## src/include/thread_macros.svh

```systemverilog
// Shared sizing for the thread scheduler
// Thread count, id and PC widths, AXI address width and register offsets

`ifndef THREAD_MACROS_SVH
`define THREAD_MACROS_SVH

// Number of hardware threads in the barrel
`define NTHREADS 8
// Bits needed to name one thread
`define TID_WIDTH 3
// Program counter width in bits
`define PC_WIDTH 32

// The register window is 256 bytes wide
`define AXI_ADDR_WIDTH 8

// Byte offsets in the register map
`define REG_ENABLE      8'h00
`define REG_ISSUE_COUNT 8'h04
// The PC of thread t sits at REG_PC_BASE + 4*t
`define REG_PC_BASE     8'h40

`endif
```

## src/verilog/threadPkg.sv

```systemverilog
// Thread scheduler package
// Types for thread ids, program counters and per-thread masks

`include "thread_macros.svh"

package threadPkg;

	// ======================================================================
	// Thread identification
	// ======================================================================

	// Index of one hardware thread
	typedef logic [`TID_WIDTH-1:0] Tid;

	// One bit per thread, bit t belongs to thread t
	typedef logic [`NTHREADS-1:0] ThreadMask;

	// ======================================================================
	// Program state
	// ======================================================================

	// Byte address of the next instruction of a thread
	// Also the width of an AXI data word in this block
	typedef logic [`PC_WIDTH-1:0] ThreadPc;

endpackage

```

## src/verilog/threadCtrlIf.sv

```systemverilog
// Control interface from the register block to the PC table
// Carries the enable mask and the software PC load command

`timescale 1ns/1ps

interface threadCtrlIf;
	import threadPkg::*;

	// Threads allowed to issue, straight from the enable register
	ThreadMask enableMask;

	// Single-cycle strobe that overwrites one PC
	// There is no back-pressure, the table always takes it
	logic pcLoad;
	// Thread whose PC is overwritten
	Tid pcLoadTid;
	// New PC value for that thread
	ThreadPc pcLoadValue;

	// The register block owns every signal here
	modport regs (
		output enableMask,
		output pcLoad,
		output pcLoadTid,
		output pcLoadValue
	);

	// The PC table only consumes the load command
	modport pcTable (
		input pcLoad,
		input pcLoadTid,
		input pcLoadValue
	);

endinterface

```

## src/verilog/threadScheduler.sv

```systemverilog
// Thread scheduler top level
// Register block, PC table and round-robin selector with AXI4-Lite
// and issue ports

`timescale 1ns/1ps
`include "thread_macros.svh"

module threadScheduler (
	input  logic                        clk,
	input  logic                        rst,
	// AXI4-Lite slave
	input  logic                        awvalid,
	output logic                        awready,
	input  logic [`AXI_ADDR_WIDTH-1:0]  awaddr,
	input  logic                        wvalid,
	output logic                        wready,
	input  threadPkg::ThreadPc          wdata,
	output logic                        bvalid,
	input  logic                        bready,
	output logic [1:0]                  bresp,
	input  logic                        arvalid,
	output logic                        arready,
	input  logic [`AXI_ADDR_WIDTH-1:0]  araddr,
	output logic                        rvalid,
	input  logic                        rready,
	output threadPkg::ThreadPc          rdata,
	output logic [1:0]                  rresp,
	// Issue port
	output logic                        issueValid,
	input  logic                        issueReady,
	output threadPkg::Tid               issueTid,
	output threadPkg::ThreadPc          issuePc
);
	import threadPkg::*;

	threadCtrlIf ctrl ();

	logic issueFire;
	Tid pcReadTid;
	ThreadPc pcReadValue;

	// One pulse per accepted issue, feeds the PC advance and the counter
	assign issueFire = issueValid && issueReady;

	// ======================================================================
	// Blocks
	// ======================================================================

	threadCtrlRegs u_ctrlRegs (
		.clk         (clk),
		.rst         (rst),
		.awvalid     (awvalid),
		.awready     (awready),
		.awaddr      (awaddr),
		.wvalid      (wvalid),
		.wready      (wready),
		.wdata       (wdata),
		.bvalid      (bvalid),
		.bready      (bready),
		.bresp       (bresp),
		.arvalid     (arvalid),
		.arready     (arready),
		.araddr      (araddr),
		.rvalid      (rvalid),
		.rready      (rready),
		.rdata       (rdata),
		.rresp       (rresp),
		.ctrl        (ctrl.regs),
		.issueFire   (issueFire),
		.pcReadTid   (pcReadTid),
		.pcReadValue (pcReadValue)
	);

	threadPcTable u_pcTable (
		.clk         (clk),
		.rst         (rst),
		.ctrl        (ctrl.pcTable),
		.issueFire   (issueFire),
		.issueTid    (issueTid),
		.readPc      (issuePc),
		.pcReadTid   (pcReadTid),
		.pcReadValue (pcReadValue)
	);

	// The enable mask is the request vector of the selector
	roundRobinSelect u_select (
		.clk        (clk),
		.rst        (rst),
		.requests   (ctrl.enableMask),
		.issueReady (issueReady),
		.issueValid (issueValid),
		.issueTid   (issueTid)
	);

endmodule

```

## src/verilog/roundRobinSelect.sv

```systemverilog
// Round-robin thread selector
// Rotating-priority search over the request mask, plus the issue slot
// with its valid/ready handshake

`timescale 1ns/1ps
`include "thread_macros.svh"

module roundRobinSelect (
	input  logic                 clk,
	input  logic                 rst,
	input  threadPkg::ThreadMask requests,
	input  logic                 issueReady,
	output logic                 issueValid,
	output threadPkg::Tid        issueTid
);
	import threadPkg::*;

	Tid lastTid;
	Tid startTid;
	logic [2*`NTHREADS-1:0] shifted;
	ThreadMask rotated;
	Tid firstOne;
	Tid grantTid;
	logic anyRequest;
	logic slotLoad;

	// ======================================================================
	// Priority rotation
	// ======================================================================

	// Search begins one past the last grant and wraps naturally in Tid
	assign startTid = lastTid + Tid'(1);

	// Shift the mask down from the top half and fold the two halves,
	// which leaves bit k holding the request of thread startTid+k
	assign shifted = {requests, {`NTHREADS{1'b0}}} >> startTid;
	assign rotated = shifted[2*`NTHREADS-1:`NTHREADS] | shifted[`NTHREADS-1:0];

	// Lowest set bit of the rotated mask
	always_comb begin
		firstOne = '0;
		for (int k = `NTHREADS - 1; k >= 0; k--) begin
			if (rotated[k])
				firstOne = Tid'(k);
		end
	end

	// Undo the rotation to get the real thread number
	assign grantTid = firstOne + startTid;
	assign anyRequest = |requests;

	// ======================================================================
	// Issue slot
	// ======================================================================

	// Slot reloads when it is empty or being accepted this cycle
	assign slotLoad = !issueValid || issueReady;

	// After reset the last grant reads as the top thread, so thread 0
	// is the first one looked at
	always_ff @(posedge clk) begin
		if (rst) begin
			issueValid <= 1'b0;
			lastTid <= Tid'(`NTHREADS - 1);
		end else if (slotLoad) begin
			issueValid <= anyRequest;
			if (anyRequest)
				lastTid <= grantTid;
		end
	end

	// Thread id is only meaningful while issueValid is high
	// and is held still while the consumer stalls
	always_ff @(posedge clk) begin
		if (slotLoad && anyRequest)
			issueTid <= grantTid;
	end

endmodule

```

## src/verilog/threadPcTable.sv

```systemverilog
// Per-thread program counter table
// Software load, advance on issue and two combinational read ports

`timescale 1ns/1ps
`include "thread_macros.svh"

module threadPcTable (
	input  logic               clk,
	input  logic               rst,
	threadCtrlIf.pcTable       ctrl,
	input  logic               issueFire,
	input  threadPkg::Tid      issueTid,
	output threadPkg::ThreadPc readPc,
	input  threadPkg::Tid      pcReadTid,
	output threadPkg::ThreadPc pcReadValue
);
	import threadPkg::*;

	// Each instruction word is four bytes
	localparam ThreadPc INSN_BYTES = ThreadPc'(4);

	ThreadPc pcs [`NTHREADS];

	// ======================================================================
	// PC update
	// ======================================================================

	// The load is written last so it wins over an advance
	// of the same thread in the same cycle
	always_ff @(posedge clk) begin
		if (rst) begin
			for (int t = 0; t < `NTHREADS; t++)
				pcs[t] <= '0;
		end else begin
			if (issueFire)
				pcs[issueTid] <= pcs[issueTid] + INSN_BYTES;
			if (ctrl.pcLoad)
				pcs[ctrl.pcLoadTid] <= ctrl.pcLoadValue;
		end
	end

	// ======================================================================
	// Read ports
	// ======================================================================

	// Issue side, follows the selector's current thread
	assign readPc = pcs[issueTid];

	// Software side, used by the register block
	assign pcReadValue = pcs[pcReadTid];

endmodule

```

## src/verilog/threadCtrlRegs.sv

```systemverilog
// AXI4-Lite register block for the thread scheduler
// Write and read channel control, register map decode, enable mask,
// PC load strobes and the completed-issue counter

`timescale 1ns/1ps
`include "thread_macros.svh"

module threadCtrlRegs (
	input  logic                        clk,
	input  logic                        rst,
	// Write address channel
	input  logic                        awvalid,
	output logic                        awready,
	input  logic [`AXI_ADDR_WIDTH-1:0]  awaddr,
	// Write data channel
	input  logic                        wvalid,
	output logic                        wready,
	input  threadPkg::ThreadPc          wdata,
	// Write response channel
	output logic                        bvalid,
	input  logic                        bready,
	output logic [1:0]                  bresp,
	// Read address channel
	input  logic                        arvalid,
	output logic                        arready,
	input  logic [`AXI_ADDR_WIDTH-1:0]  araddr,
	// Read data channel
	output logic                        rvalid,
	input  logic                        rready,
	output threadPkg::ThreadPc          rdata,
	output logic [1:0]                  rresp,
	// Control toward the PC table and selector
	threadCtrlIf.regs                   ctrl,
	input  logic                        issueFire,
	// Second read port of the PC table
	output threadPkg::Tid               pcReadTid,
	input  threadPkg::ThreadPc          pcReadValue
);
	import threadPkg::*;

	// Every access completes with OKAY
	localparam logic [1:0] RESP_OKAY = 2'b00;

	logic axiUp;
	logic wrFire;
	logic rdFire;
	ThreadMask enableMask;
	logic [31:0] issueCount;
	ThreadPc readData;

	// True when the address falls inside the per-thread PC window
	function automatic logic isPcAddr(input logic [`AXI_ADDR_WIDTH-1:0] addr);
		return (addr >= `REG_PC_BASE) && (addr < `REG_PC_BASE + 4 * `NTHREADS);
	endfunction

	// Thread number of a PC register, low two address bits are ignored
	function automatic Tid pcIndex(input logic [`AXI_ADDR_WIDTH-1:0] addr);
		logic [`AXI_ADDR_WIDTH-1:0] offset;
		offset = addr - `REG_PC_BASE;
		return offset[`TID_WIDTH+1:2];
	endfunction

	// ======================================================================
	// Channel handshakes
	// ======================================================================

	// Held low through reset and the cycle after, so no handshake can
	// land before the registers have settled
	always_ff @(posedge clk) begin
		if (rst)
			axiUp <= 1'b0;
		else
			axiUp <= 1'b1;
	end

	// AW and W are taken together, one outstanding response at a time
	assign wrFire = axiUp && awvalid && wvalid && !bvalid;
	assign awready = wrFire;
	assign wready = wrFire;

	// A read is taken only once the previous data has been consumed
	assign rdFire = axiUp && arvalid && !rvalid;
	assign arready = rdFire;

	assign bresp = RESP_OKAY;
	assign rresp = RESP_OKAY;

	// Write response rises the cycle after the handshake and waits for bready
	always_ff @(posedge clk) begin
		if (rst)
			bvalid <= 1'b0;
		else if (wrFire)
			bvalid <= 1'b1;
		else if (bready)
			bvalid <= 1'b0;
	end

	// Read data follows the same pattern with rready
	always_ff @(posedge clk) begin
		if (rst)
			rvalid <= 1'b0;
		else if (rdFire)
			rvalid <= 1'b1;
		else if (rready)
			rvalid <= 1'b0;
	end

	// ======================================================================
	// Register map
	// ======================================================================

	// Enable mask only takes the low bits of the data word
	always_ff @(posedge clk) begin
		if (rst)
			enableMask <= '0;
		else if (wrFire && awaddr == `REG_ENABLE)
			enableMask <= wdata[`NTHREADS-1:0];
	end

	assign ctrl.enableMask = enableMask;

	// PC writes go out as a strobe in the handshake cycle itself,
	// so the new value is in place by the time bvalid rises
	assign ctrl.pcLoad = wrFire && isPcAddr(awaddr);
	assign ctrl.pcLoadTid = pcIndex(awaddr);
	assign ctrl.pcLoadValue = wdata;

	// Counts completed issue handshakes, wraps silently
	// Software writes to this offset have no effect
	always_ff @(posedge clk) begin
		if (rst)
			issueCount <= '0;
		else if (issueFire)
			issueCount <= issueCount + 32'd1;
	end

	// The PC table read port follows the read address directly
	assign pcReadTid = pcIndex(araddr);

	// Read mux, anything unmapped reads as zero
	always_comb begin
		readData = '0;
		if (araddr == `REG_ENABLE)
			readData = ThreadPc'(enableMask);
		else if (araddr == `REG_ISSUE_COUNT)
			readData = issueCount;
		else if (isPcAddr(araddr))
			readData = pcReadValue;
	end

	// Data is captured at the address handshake and held with rvalid
	always_ff @(posedge clk) begin
		if (rdFire)
			rdata <= readData;
	end

endmodule

```

## config.mk

```make
export PLATFORM = sky130hd
export DESIGN_NAME = threadScheduler
export DESIGN_NICKNAME = d
export VERILOG_FILES = /design/src/verilog/threadPkg.sv /design/src/verilog/threadCtrlIf.sv /design/src/verilog/threadScheduler.sv /design/src/verilog/roundRobinSelect.sv /design/src/verilog/threadPcTable.sv /design/src/verilog/threadCtrlRegs.sv
export VERILOG_INCLUDE_DIRS = /design/src /design/src/include
export SDC_FILE = /design/constraint.sdc
export NUM_CORES = 1
export LEC_CHECK = 0
export CAP_MARGIN = 5
export CORE_UTILIZATION = 36
export CTS_CLUSTER_DIAMETER = 120
export DETAILED_ROUTE_END_ITERATION = 10
export DONT_BUFFER_PORTS = 1
export PLACE_DENSITY = 0.58
export SYNTH_ARGS = -nofsm -noshare
export SYNTH_HDL_FRONTEND = slang
export SYNTH_SLANG_ARGS = --single-unit
```

## constraint.sdc

```tcl
create_clock -name clk -period 5.6 [get_ports clk]
set_input_delay 0.56 -clock clk [delete_from_list [all_inputs] [get_ports clk]]
set_output_delay 0.56 -clock clk [all_outputs]
set_load 0.05 [all_outputs]
```

==> impl_metrics.tcl <==
set metrics [dict create \
    grt_use_total 0.239 \
    grt_max_degree 75 \
    post-place-ws_ns 1.25 \
    nets 1552 \
    critPathMaxFanout 38 \
    clockBufferDepth 3 \
    antenna_left 0 \
    async_reset_ff_frac 0 \
    grt.met1_usage 0.297 \
    synth_cell_types 73 \
    yosys.area.top_type "edfxtp_1" \
    ys_seq_elements 341 \
    die_area_um2 54600 \
    cts_sinks 341 \
    drt-initial-drc-count 1445 \
    placed_area_um2 19900 \
    fin_area_um2 21100 \
    min_from "rst" \
    synthTopCellsByArea "edfxtp_1, mux4_2, dfxtp_1" \
    relSlewSlack 0.181 \
    rsz0062_at_grt "no" \
    worst_pin_slew_ns 1.23 \
    drt_wl_total_um 65200 \
    power_mw 5.73 \
    cts_buffers 39 \
    finalSetupViolations 0 \
    num_vias 13700 \
    use_met3 0.0624 \
    worstSetupStartpointType "flip-flop" \
    end_kind "flip-flop" \
    ys_top_cells_by_count "edfxtp_1, nand2_1, o21ai_0" \
    die_w_um 234 \
    hold_depth 1 \
    antenna_found_initial 5 \
    violations "design-rule violations" \
    ys_seq_area_frac 0.504 \
    worstPathRequired_ns 5.88 \
    clk_pin_slew_ns 0.06 \
    yosysMostFrequentCell "edfxtp_1" \
    outcome "finished with violations" \
    synth_edf_count 291 \
    clock_skew_ns 0.0324 \
    ctsHoldBuffers 0 \
    netlist_area_um2 19300 \
    grt-ovfl-total 0 \
    root_buffer "clkbuf_16" \
    routed_via_density 6.19 \
    clk_latency_ns 0.56 \
    hold_slack_ns 0.0784 \
    area_delta_synth_final_pct 9.37 \
    cap_violations 0 \
    die_h_um 234 \
    cp.arrival_ns 4.74 \
    placementRows 84 \
    busiest_layer "met2" \
    avgSynthCellArea_um2 12.5 \
    synth_top_area_frac 0.452 \
    yosysWarnings 0 \
    antenna_cells 0 \
    clock.fmax_ghz 0.224 \
    fin_ws_ns 1.14 \
    synth_ff_type "edfxtp_1" \
    grt_pass1_wl_um 93500 \
    timing.final.crit_share 0.797 \
    post_cts_resized 0 \
    power_density_nw_per_um2 271 \
    vdd_drop_max_v 0.000176 \
    reg2regPathDepth 11 \
    dr.pass1.iters 8 \
    post_cts_buffers 0 \
    dp_cells 2138 \
    hp-class "in2reg" \
    drv_slew 0 \
    gr-usage-met2 0.394 \
    tritoncts "built" \
    final_cells 2208 \
    critical_path_class "reg2reg" \
    route.detailed.drc 18 \
    port_buffers 0 \
    p_leak_nw 7.35 \
    drive_above_1_share 0.191 \
    io_pins 133 \
    htree_levels 2 \
    routabilityCongestion 0.826 \
    min_period_ns 4.46 \
    core_um2 52800 \
    dpl.hpwl_um 40600 \
    start_util 0.366 \
    utilization 0.401 \
    netlist_instances 1545 \
    grt_pass1_vias 13700 \
    drt-wirelength-per-cell_um 29.5 \
    setup-tns-final_ns 0 \
    hold_viol 0 \
]
critical path, cell delays in order (launching register included):
cell and delay (ns):
dfxtp_4 0.84, mux4_1 0.64, mux2i_1 0.31, inv_1 0.37, ha_1 0.31, inv_1 0.11
nor3_1 0.13, buf_4 0.23, nand3_2 0.22, and3b_2 0.25, xnor2_1 0.48, o21ai_0 0.22
layout make-up:
type                    count  area [µm²]
fillers                  4944       31600
flip-flops and latches    341        9750
multi-input cells        1036        8880
clock buffers              49        1040
well taps                 688         861
repair buffers             42         328
clock inverters            21         160
inverters                  31         116
power by group:
| part | leakage, nW | switching, mW | internal, mW |
|---|---|---|---|
| logic | 3.37 | 0.228 | 0.133 |
| clock network | 0.591 | 1.06 | 1.42 |
| registers | 3.39 | 0.0711 | 2.82 |
| total | 7.35 | 1.36 | 4.37 |
layout by cell type (no fill, tap or decap), types with 5 or more instances in the layout:
| cell | netlist | final |
|---|---|---|
| a21oi_1 | 11 | 11 |
| a221o_1 | 8 | 8 |
| a22o_1 | 88 | 88 |
| and3_1 | 6 | 6 |
| and4_1 | 5 | 5 |
| buf_4 | 7 | 41 |
| clkbuf_1 | 72 | 8 |
| clkbuf_16 | 0 | 40 |
| clkinv_1 | 2 | 8 |
| clkinv_2 | 0 | 9 |
| dfxtp_1 | 50 | 47 |
| edfxtp_1 | 291 | 291 |
| inv_1 | 29 | 29 |
| mux2_2 | 20 | 20 |
| mux2i_1 | 64 | 64 |
| mux4_1 | 18 | 18 |
| mux4_2 | 114 | 114 |
| nand2_1 | 219 | 219 |
| nand2b_1 | 11 | 11 |
| nand3_1 | 16 | 16 |
| nand4_1 | 13 | 13 |
| nor2_1 | 71 | 64 |
| nor2_4 | 0 | 7 |
| nor2b_1 | 14 | 12 |
| nor3_1 | 17 | 15 |
| nor3_2 | 3 | 5 |
| o21a_1 | 10 | 10 |
| o21ai_0 | 162 | 159 |
| o21ai_1 | 33 | 33 |
| o22ai_1 | 12 | 12 |
| or3_1 | 13 | 8 |
| or3_2 | 2 | 7 |
| xnor2_1 | 28 | 28 |
| xnor2_2 | 6 | 6 |
| xor2_1 | 20 | 20 |
state kept, by name, summed over array words and instances, names as in the netlist, named ones only:
signal                      cells
u_ctrlRegs.axiUp                1
u_select.lastTid                3
u_ctrlRegs.bvalid               1
u_ctrlRegs.issueCount          32
u_ctrlRegs.ctrl.enableMask      8
u_ctrlRegs.rvalid               1
u_ctrlRegs.rdata               32
u_pcTable.pcs                 256
u_select.issueValid             1
u_select.issueTid               3
routing by layer:
layer  vias to the layer above  routed length [µm]
met3                       161                7160
met4                         2                2460
met2                       778               31100
met1                      6915               24500
li1                       5814                   -
met5                         -                  11
logic make-up (layout without fill, tap and decap cells):
kind of cell / Yosys count / in the layout / share of synthesized area
XOR/XNOR: 54 / 54 / 0.0268
flip-flops: 341 / 341 / 0.504
AND/OR/NAND/NOR: 418 / 418 / 0.106
other: 1 / 4 / 0.000194
multiplexers: 218 / 218 / 0.204
adder cells (fa/ha/maj): 5 / 5 / 0.00363
AO/OA/AOI/OAI: 337 / 337 / 0.111
buffers and inverters: 171 / 143 / 0.0443
path summary, 6_finish.rpt:
kind                                   endpoint  slack, ns
setup reg to reg           u_pcTable.pcs[7][20]       1.14
hold / removal    u_ctrlRegs.ctrl.enableMask[7]       0.08
setup / recovery           u_pcTable.pcs[7][20]       1.14
hold reg to reg             u_select.lastTid[2]       0.49
(Power assumes the default switching activity.)
